===== src/mover_consts.svh =====
// Sizing constants for the data mover; BANK_DEPTH must equal 2**ADDR_WIDTH and FIFO_DEPTH must be at least 2

`ifndef MOVER_CONSTS_SVH
`define MOVER_CONSTS_SVH

// Width of one data word in both banks and in the FIFO
`define DATA_WIDTH 32

// Register address width, shared by the source and target banks
`define ADDR_WIDTH 4

// Number of registers in each bank
`define BANK_DEPTH 16

// Number of channels the mover steps through on every pass
`define CHANNEL_COUNT 4

// Number of tagged transfers the FIFO can hold
`define FIFO_DEPTH 4

`endif


===== src/mover_pkg.sv =====
// Shared types for the data mover; widths follow mover_consts.svh and channel_t assumes CHANNEL_COUNT > 1

`include "mover_consts.svh"

package mover_pkg;

    typedef logic [`DATA_WIDTH-1:0] word_t;
    typedef logic [`ADDR_WIDTH-1:0] addr_t;
    typedef logic [$clog2(`CHANNEL_COUNT)-1:0] channel_t;

    // Read request from the mover to the source bank
    typedef struct packed {
        logic  strobe;
        addr_t addr;
    } read_request_t;

    // Read response, one cycle after the request
    typedef struct packed {
        logic  strobe;
        word_t data;
    } read_response_t;

    // A data word tagged with the register it is bound for
    typedef struct packed {
        addr_t target;
        word_t data;
    } transfer_t;

    // One write into the channel table
    typedef struct packed {
        logic     write;
        channel_t channel;
        addr_t    source;
        addr_t    target;
    } channel_cfg_t;

    typedef enum logic [1:0] {
        idle  = 2'd0,
        issue = 2'd1,
        await = 2'd2
    } mover_state_t;

endpackage


===== src/source_bank.sv =====
// Source register file; a read and an external write of the same register in one cycle return the old value

`timescale 1ns/1ps
`include "mover_consts.svh"

module source_bank (
    input  logic                       clock,
    input  logic                       reset,
    input  logic                       src_write,
    input  mover_pkg::addr_t           src_addr,
    input  mover_pkg::word_t           src_data,
    input  mover_pkg::read_request_t   request,
    output mover_pkg::read_response_t  response
);

    mover_pkg::word_t regs [`BANK_DEPTH];

    // External write port
    always_ff @(posedge clock) begin
        if (!reset) begin
            for (int i = 0; i < `BANK_DEPTH; i++) begin
                regs[i] <= '0;
            end
        end else begin
            if (src_write) begin
                regs[src_addr] <= src_data;
            end
        end
    end

    // The response is registered, so it lands exactly one cycle after the request
    // and samples the register before any write of the same edge takes effect
    always_ff @(posedge clock) begin
        if (!reset) begin
            response <= '0;
        end else begin
            response.strobe <= request.strobe;
            if (request.strobe) begin
                response.data <= regs[request.addr];
            end
        end
    end

endmodule


===== src/channel_mover.sv =====
// Channel sequencer; a table write during a pass only reaches channels that have not been issued yet

`timescale 1ns/1ps
`include "mover_consts.svh"

module channel_mover (
    input  logic                       clock,
    input  logic                       reset,
    input  logic                       start,
    input  mover_pkg::channel_cfg_t    cfg,
    input  logic                       full,
    output mover_pkg::read_request_t   request,
    input  mover_pkg::read_response_t  response,
    output logic                       push,
    output mover_pkg::transfer_t       transfer,
    output logic                       busy
);

    localparam mover_pkg::channel_t LAST_CHANNEL = mover_pkg::channel_t'(`CHANNEL_COUNT - 1);

    mover_pkg::addr_t src_table [`CHANNEL_COUNT];
    mover_pkg::addr_t tgt_table [`CHANNEL_COUNT];

    mover_pkg::mover_state_t state;
    mover_pkg::channel_t     channel;
    logic                    word_held;

    assign busy = (state != mover_pkg::idle);

    always_ff @(posedge clock) begin
        if (!reset) begin
            state     <= mover_pkg::idle;
            channel   <= '0;
            word_held <= 1'b0;
            request   <= '0;
            push      <= 1'b0;
            transfer  <= '0;
            // Identity mapping until the table is programmed
            for (int i = 0; i < `CHANNEL_COUNT; i++) begin
                src_table[i] <= mover_pkg::addr_t'(i);
                tgt_table[i] <= mover_pkg::addr_t'(i);
            end
        end else begin
            request.strobe <= 1'b0;
            push           <= 1'b0;

            if (cfg.write) begin
                src_table[cfg.channel] <= cfg.source;
                tgt_table[cfg.channel] <= cfg.target;
            end

            case (state)
                mover_pkg::idle: begin
                    if (start) begin
                        state <= mover_pkg::issue;
                    end
                end
                mover_pkg::issue: begin
                    // The target is latched with the request so a later table
                    // write cannot retag a channel already in flight
                    if (!full) begin
                        request.strobe  <= 1'b1;
                        request.addr    <= src_table[channel];
                        transfer.target <= tgt_table[channel];
                        state           <= mover_pkg::await;
                    end
                end
                mover_pkg::await: begin
                    if (response.strobe) begin
                        transfer.data <= response.data;
                    end
                    // A word can be kept back when the previous push filled the FIFO
                    // after this channel was already issued
                    if ((response.strobe || word_held) && !full) begin
                        push      <= 1'b1;
                        word_held <= 1'b0;
                        if (channel == LAST_CHANNEL) begin
                            channel <= '0;
                            state   <= mover_pkg::idle;
                        end else begin
                            channel <= channel + mover_pkg::channel_t'(1);
                            state   <= mover_pkg::issue;
                        end
                    end else if (response.strobe) begin
                        word_held <= 1'b1;
                    end
                end
                default: begin
                    state <= mover_pkg::idle;
                end
            endcase
        end
    end

endmodule


===== src/dest_fifo.sv =====
// Transfer FIFO; the producer must not push while full and the consumer must not pop while empty

`timescale 1ns/1ps
`include "mover_consts.svh"

module dest_fifo (
    input  logic                  clock,
    input  logic                  reset,
    input  logic                  push,
    input  mover_pkg::transfer_t  push_data,
    input  logic                  pop,
    output mover_pkg::transfer_t  head,
    output logic                  full,
    output logic                  empty
);

    localparam int PTR_WIDTH   = $clog2(`FIFO_DEPTH);
    localparam int COUNT_WIDTH = $clog2(`FIFO_DEPTH + 1);

    localparam logic [PTR_WIDTH-1:0]   LAST_SLOT = PTR_WIDTH'(`FIFO_DEPTH - 1);
    localparam logic [COUNT_WIDTH-1:0] MAX_COUNT = COUNT_WIDTH'(`FIFO_DEPTH);

    mover_pkg::transfer_t mem [`FIFO_DEPTH];

    logic [PTR_WIDTH-1:0]   wr_ptr;
    logic [PTR_WIDTH-1:0]   rd_ptr;
    logic [COUNT_WIDTH-1:0] count;

    // Entry storage
    always_ff @(posedge clock) begin
        if (push) begin
            mem[wr_ptr] <= push_data;
        end
    end

    always_ff @(posedge clock) begin
        if (!reset) begin
            wr_ptr <= '0;
            rd_ptr <= '0;
            count  <= '0;
        end else begin
            if (push) begin
                wr_ptr <= (wr_ptr == LAST_SLOT) ? '0 : wr_ptr + 1'b1;
            end
            if (pop) begin
                rd_ptr <= (rd_ptr == LAST_SLOT) ? '0 : rd_ptr + 1'b1;
            end
            case ({push, pop})
                2'b10:   count <= count + 1'b1;
                2'b01:   count <= count - 1'b1;
                default: count <= count;
            endcase
        end
    end

    // Head is read straight from storage, so a push shows up on the next cycle
    assign head  = mem[rd_ptr];
    assign full  = (count == MAX_COUNT);
    assign empty = (count == '0);

endmodule


===== src/target_bank.sv =====
// Target register file; hold is the only back-pressure and readback is combinational from the registers

`timescale 1ns/1ps
`include "mover_consts.svh"

module target_bank (
    input  logic                  clock,
    input  logic                  reset,
    input  logic                  hold,
    input  mover_pkg::transfer_t  head,
    input  logic                  empty,
    output logic                  pop,
    input  mover_pkg::addr_t      tgt_addr,
    output mover_pkg::word_t      tgt_data
);

    mover_pkg::word_t regs [`BANK_DEPTH];

    // Take the head whenever one waits and the consumer is not held
    assign pop = !empty && !hold;

    always_ff @(posedge clock) begin
        if (!reset) begin
            for (int i = 0; i < `BANK_DEPTH; i++) begin
                regs[i] <= '0;
            end
        end else begin
            if (pop) begin
                regs[head.target] <= head.data;
            end
        end
    end

    // A popped word is visible here on the cycle after the pop
    assign tgt_data = regs[tgt_addr];

endmodule


===== src/mover_top.sv =====
// Top level of the data mover; start is a one-cycle pulse and is ignored while busy is high

`timescale 1ns/1ps
`include "mover_consts.svh"

module mover_top (
    input  logic                     clock,
    input  logic                     reset,
    input  logic                     src_write,
    input  mover_pkg::addr_t         src_addr,
    input  mover_pkg::word_t         src_data,
    input  mover_pkg::channel_cfg_t  cfg,
    input  logic                     start,
    input  logic                     hold,
    input  mover_pkg::addr_t         tgt_addr,
    output mover_pkg::word_t         tgt_data,
    output logic                     busy
);

    mover_pkg::read_request_t  request;
    mover_pkg::read_response_t response;
    mover_pkg::transfer_t      transfer;
    mover_pkg::transfer_t      head;

    logic push;
    logic pop;
    logic full;
    logic empty;

    source_bank i_source_bank (
        .clock     (clock),
        .reset     (reset),
        .src_write (src_write),
        .src_addr  (src_addr),
        .src_data  (src_data),
        .request   (request),
        .response  (response)
    );

    channel_mover i_channel_mover (
        .clock    (clock),
        .reset    (reset),
        .start    (start),
        .cfg      (cfg),
        .full     (full),
        .request  (request),
        .response (response),
        .push     (push),
        .transfer (transfer),
        .busy     (busy)
    );

    dest_fifo i_dest_fifo (
        .clock     (clock),
        .reset     (reset),
        .push      (push),
        .push_data (transfer),
        .pop       (pop),
        .head      (head),
        .full      (full),
        .empty     (empty)
    );

    target_bank i_target_bank (
        .clock    (clock),
        .reset    (reset),
        .hold     (hold),
        .head     (head),
        .empty    (empty),
        .pop      (pop),
        .tgt_addr (tgt_addr),
        .tgt_data (tgt_data)
    );

endmodule


===== config.mk =====
export PLATFORM = sky130hd
export DESIGN_NAME = mover_top
export DESIGN_NICKNAME = d
export VERILOG_FILES = /design/src/mover_pkg.sv /design/src/source_bank.sv /design/src/channel_mover.sv /design/src/dest_fifo.sv /design/src/target_bank.sv /design/src/mover_top.sv
export VERILOG_INCLUDE_DIRS = /design/src
export SDC_FILE = /design/constraint.sdc
export NUM_CORES = 2
export LEC_CHECK = 0
export BUFFER_PORTS_ARGS = -buffer_cell sky130_fd_sc_hd__clkbuf_2
export CELL_PAD_IN_SITES_DETAIL_PLACEMENT = 1
export CELL_PAD_IN_SITES_GLOBAL_PLACEMENT = 1
export CORE_MARGIN = 4
export CORE_UTILIZATION = 40
export CTS_BUF_LIST = sky130_fd_sc_hd__clkbuf_2 sky130_fd_sc_hd__clkbuf_4 sky130_fd_sc_hd__clkbuf_8
export CTS_CLUSTER_SIZE = 30
export DETAILED_ROUTE_END_ITERATION = 8
export GPL_ROUTABILITY_DRIVEN = 1
export PLACE_DENSITY = 0.64
export SLEW_MARGIN = 20
export SYNTH_ARGS = -nofsm -noshare
export SYNTH_HDL_FRONTEND = slang
export SYNTH_SLANG_ARGS = --single-unit

===== constraint.sdc =====
create_clock -name clock -period 6.1 [get_ports clock]
set_input_delay 0.61 -clock clock [delete_from_list [all_inputs] [get_ports clock]]
set_output_delay 0.61 -clock clock [all_outputs]
set_load 0.05 [all_outputs]

==> run_results.csv <==
group,metric,value,unit
route,top_layer_used,"met5",
timing,slew_violations,0,
cells_and_area,final_nets,3960,
route,vias,31800,
timing,hold_viol_final,0,
power,total_leakage_power,0.0213,uW
cts,cts.clk_slew.worst_paths,0.06,ns
setup_path,cp_cell_sequence,"buf_4, mux4_2, nor2b_1, nand3_2, nand2_2",
timing,fin_skew,0.0528,ns
grt,antenna_found_initial,9,
cells_and_area,fillers,13500,
route,vias_per_cell,5.41,
status,status,"completed",
timing,relSlewSlack,0.241,
yosys,synth_flop_cell,"edfxtp_1",
cts,cts_inserted_buffers,216,
floorplan,die_h,378,um
cts,clock_path_buffers,3,
power,peakVddDrop,0.227,mV
route,wl,153,mm
yosys,synth_edf_count,1200,
route,first_iter_violations,2691,
run,drv_cap,0,
grt,grt_pass1_wl,227,mm
setup_path,crit_path_max_fanout,51,
setup_path,crit_type,"register to register",
cts,clk_latency,0.96,ns
placement,dp_hpwl,90.0,mm
cells_and_area,final_util,0.458,
yosys,synth_largest_area_cell,"edfxtp_1",
route,wl_met3,7.52,mm
grt,grt_max_degree,119,
cts,cts_resized,0,
timing,hold_slack,0.112,ns
timing,max_freq,0.246,GHz
yosys,netlist_instances,3801,
placement,place_congestion,0.781,
yosys,synth_async_sr_flop_share,0,
setup_path,crit_arrival,4.62,ns
timing,rsz0062_at_grt,"no",
placement,dp_slack,1.94,ns
timing,period_share,0.667,
route,wire_per_inst,26.1,um
cells_and_area,area_delta_synth_final,13.4,%
cts,cts_tree,"built",
cts,post_cts_buffers,0,
cells_and_area,drive_gt1_frac,0.208,
yosys,synth_area,54800,um2
yosys,synth_top_area_frac,0.658,
floorplan,start_util,0.403,
yosys,synth.distinct_cells,36,
floorplan,die_x,378,um
floorplan,io_pins,89,
grt,grt-ovfl-total,0,
setup_path,critPathCaptureType,"register",
power,p_per_area,313,nW/um2
floorplan,die-area,143000,um2
timing,final.setup.worst_slack,2.03,ns
power,total_power,19400,uW
worst_hold_path,min_path_type,"input pin to register",
floorplan,fp.coreArea,136000,um2
cells_and_area,layout_common_cells,"edfxtp_1 (1,200), and2_1 (534), nor2_1 (526)",
setup_path,timing.critical_path.buf_inv,1,
yosys,synth_area_leaders,"edfxtp_1 (66%), mux4_2 (7.1%), and2_1 (6.2%)",
route,wl_met1,63.5,mm
floorplan,num_rows,135,
grt,grt_pass1_vias,33600,
timing,finalCriticalPeriod,4.07,ns
setup_path,crit_family,"simple AND/OR/NAND/NOR gates",
setup_path,slowest_delay,0.93,ns
route,drcViolationCount,0,
yosys,synth-seq-cells,1291,
cells_and_area,mostFrequentLayoutCell,"edfxtp_1",
setup_path,cp-start-kind,"register",
route,ant_nets,0,
setup_path,cp.required,6.65,ns
setup_path,slowest_stage,"nand2_2",
grt,grt_use_total,0.216,
yosys,ys_seq_area_frac,0.691,
yosys,syn-num-nets,3865,
cts,cts.sinks,1291,
yosys,syn_avg_cell_area,14.4,um2
timing,tightest_slew,1.13,ns
setup_path,r2r_setup_slack,2.03,ns
timing,fin_setup_tns,0,ns
cts,cts_root_buf,"clkbuf_8",
placement,numPortBuffers,88,
route,drtPass1Iterations,5,
route,wl_met2,78.9,mm
timing,setup_viol,0,
cts,htreeDepth,4,
yosys,ys_warn_count,0,
[what timing repair did]
action / 4_1_cts / 5_1_grt
hold endpoints to repair: 32 / 0
hold buffers: 8 / 0
endpoints found under the setup margin: 0 / 0
[synthesized netlist by cell type, drive strengths merged (2+ instances only)]
| cell | n |
|---|---|
| mux2 | 32 |
| nor3 | 7 |
| o21ai | 48 |
| dfxtp | 91 |
| and3 | 5 |
| mux2i | 290 |
| nor2 | 540 |
| or3 | 3 |
| a22oi | 64 |
| edfxtp | 1200 |
| mux4 | 172 |
| and2 | 540 |
| inv | 7 |
| nor2b | 5 |
| nand2 | 233 |
| nand2b | 13 |
| xor2 | 2 |
| ha | 7 |
| or2 | 5 |
| nand4b | 2 |
| nand3 | 106 |
| buf | 47 |
| a21oi | 111 |
| nand3b | 11 |
| nor3b | 4 |
| clkbuf | 249 |
[flip-flops by register name (all words and copies together) (netlist names), named ones only]
register / flops
i_dest_fifo.rd_ptr: 2
i_dest_fifo.wr_ptr: 2
i_source_bank.response: 33
i_source_bank.regs: 512
i_channel_mover.src_table: 16
i_channel_mover.channel: 2
i_channel_mover.word_held: 1
i_channel_mover.state: 2
i_channel_mover.request: 5
i_dest_fifo.mem: 144
i_dest_fifo.count: 3
i_channel_mover.transfer: 36
i_target_bank.regs: 512
i_channel_mover.tgt_table: 16
i_channel_mover.push: 1
[stage by stage]
stage	std cells	instance area, um2
floorplan	3801	54800
global placement	5450	57400
detailed placement	5450	57400
CTS	5864	62100
global route	5867	62100
finish	5871	62100
[per-layer routing]
metal	up-vias	GRT usage
met4	2	0.0635
met5	-	0
met1	16600	0.278
met3	233	0.0326
met2	860	0.379
li1	14100	-
[layout make-up]
class | count | area [um2] | area share
antenna | 6 | 15.0 | 0.000242
clock buffer | 343 | 4080 | 0.0657
clock inverter | 63 | 526 | 0.00846
inverter | 7 | 26.3 | 0.000423
multi-input combinational | 2207 | 16200 | 0.261
sequential | 1291 | 37900 | 0.609
tap | 1781 | 2230 | 0.0359
timing repair buffer | 173 | 1170 | 0.0188
[where the power goes]
group          switching, uW  total [uW]  internal (uW)  leakage, uW
Clock                   3660        8080           4420      0.00245
Combinational            811        1200            392      0.00629
Sequential               144       10200          10000       0.0126
Total                   4620       19400          14800       0.0213
[cell families after synthesis]
| group | Yosys count | share of synthesized area |
|---|---|---|
| compound gates | 225 | 0.0236 |
| xor+xnor | 2 | 0.000320 |
| fa+ha+maj | 8 | 0.00196 |
| buf+inv | 303 | 0.0209 |
| flops | 1291 | 0.691 |
| mux | 494 | 0.130 |
| simple gates | 1478 | 0.132 |
[path summary, 6_finish.rpt]
kind,start,to,cells past startpoint
max,register,i_target_bank.regs[11][11]$_SDFFCE_PN0P_,5
min,cfg[9],i_channel_mover.src_table[1][0]$_SDFFCE_PN1P_,3
max reg2reg,register,i_target_bank.regs[11][11]$_SDFFCE_PN0P_,5
min reg2reg,i_source_bank.response[6]$_SDFFE_PN0P_,i_channel_mover.transfer[6]$_SDFFE_PN0P_,2
[worst min-delay path, delay by kind of cell]
family	cells	cell delay (ns)
AND/OR/NAND/NOR	2	0.21
buffers and inverters	1	0.11
Note: power is estimated with default switching activity, not from simulation.
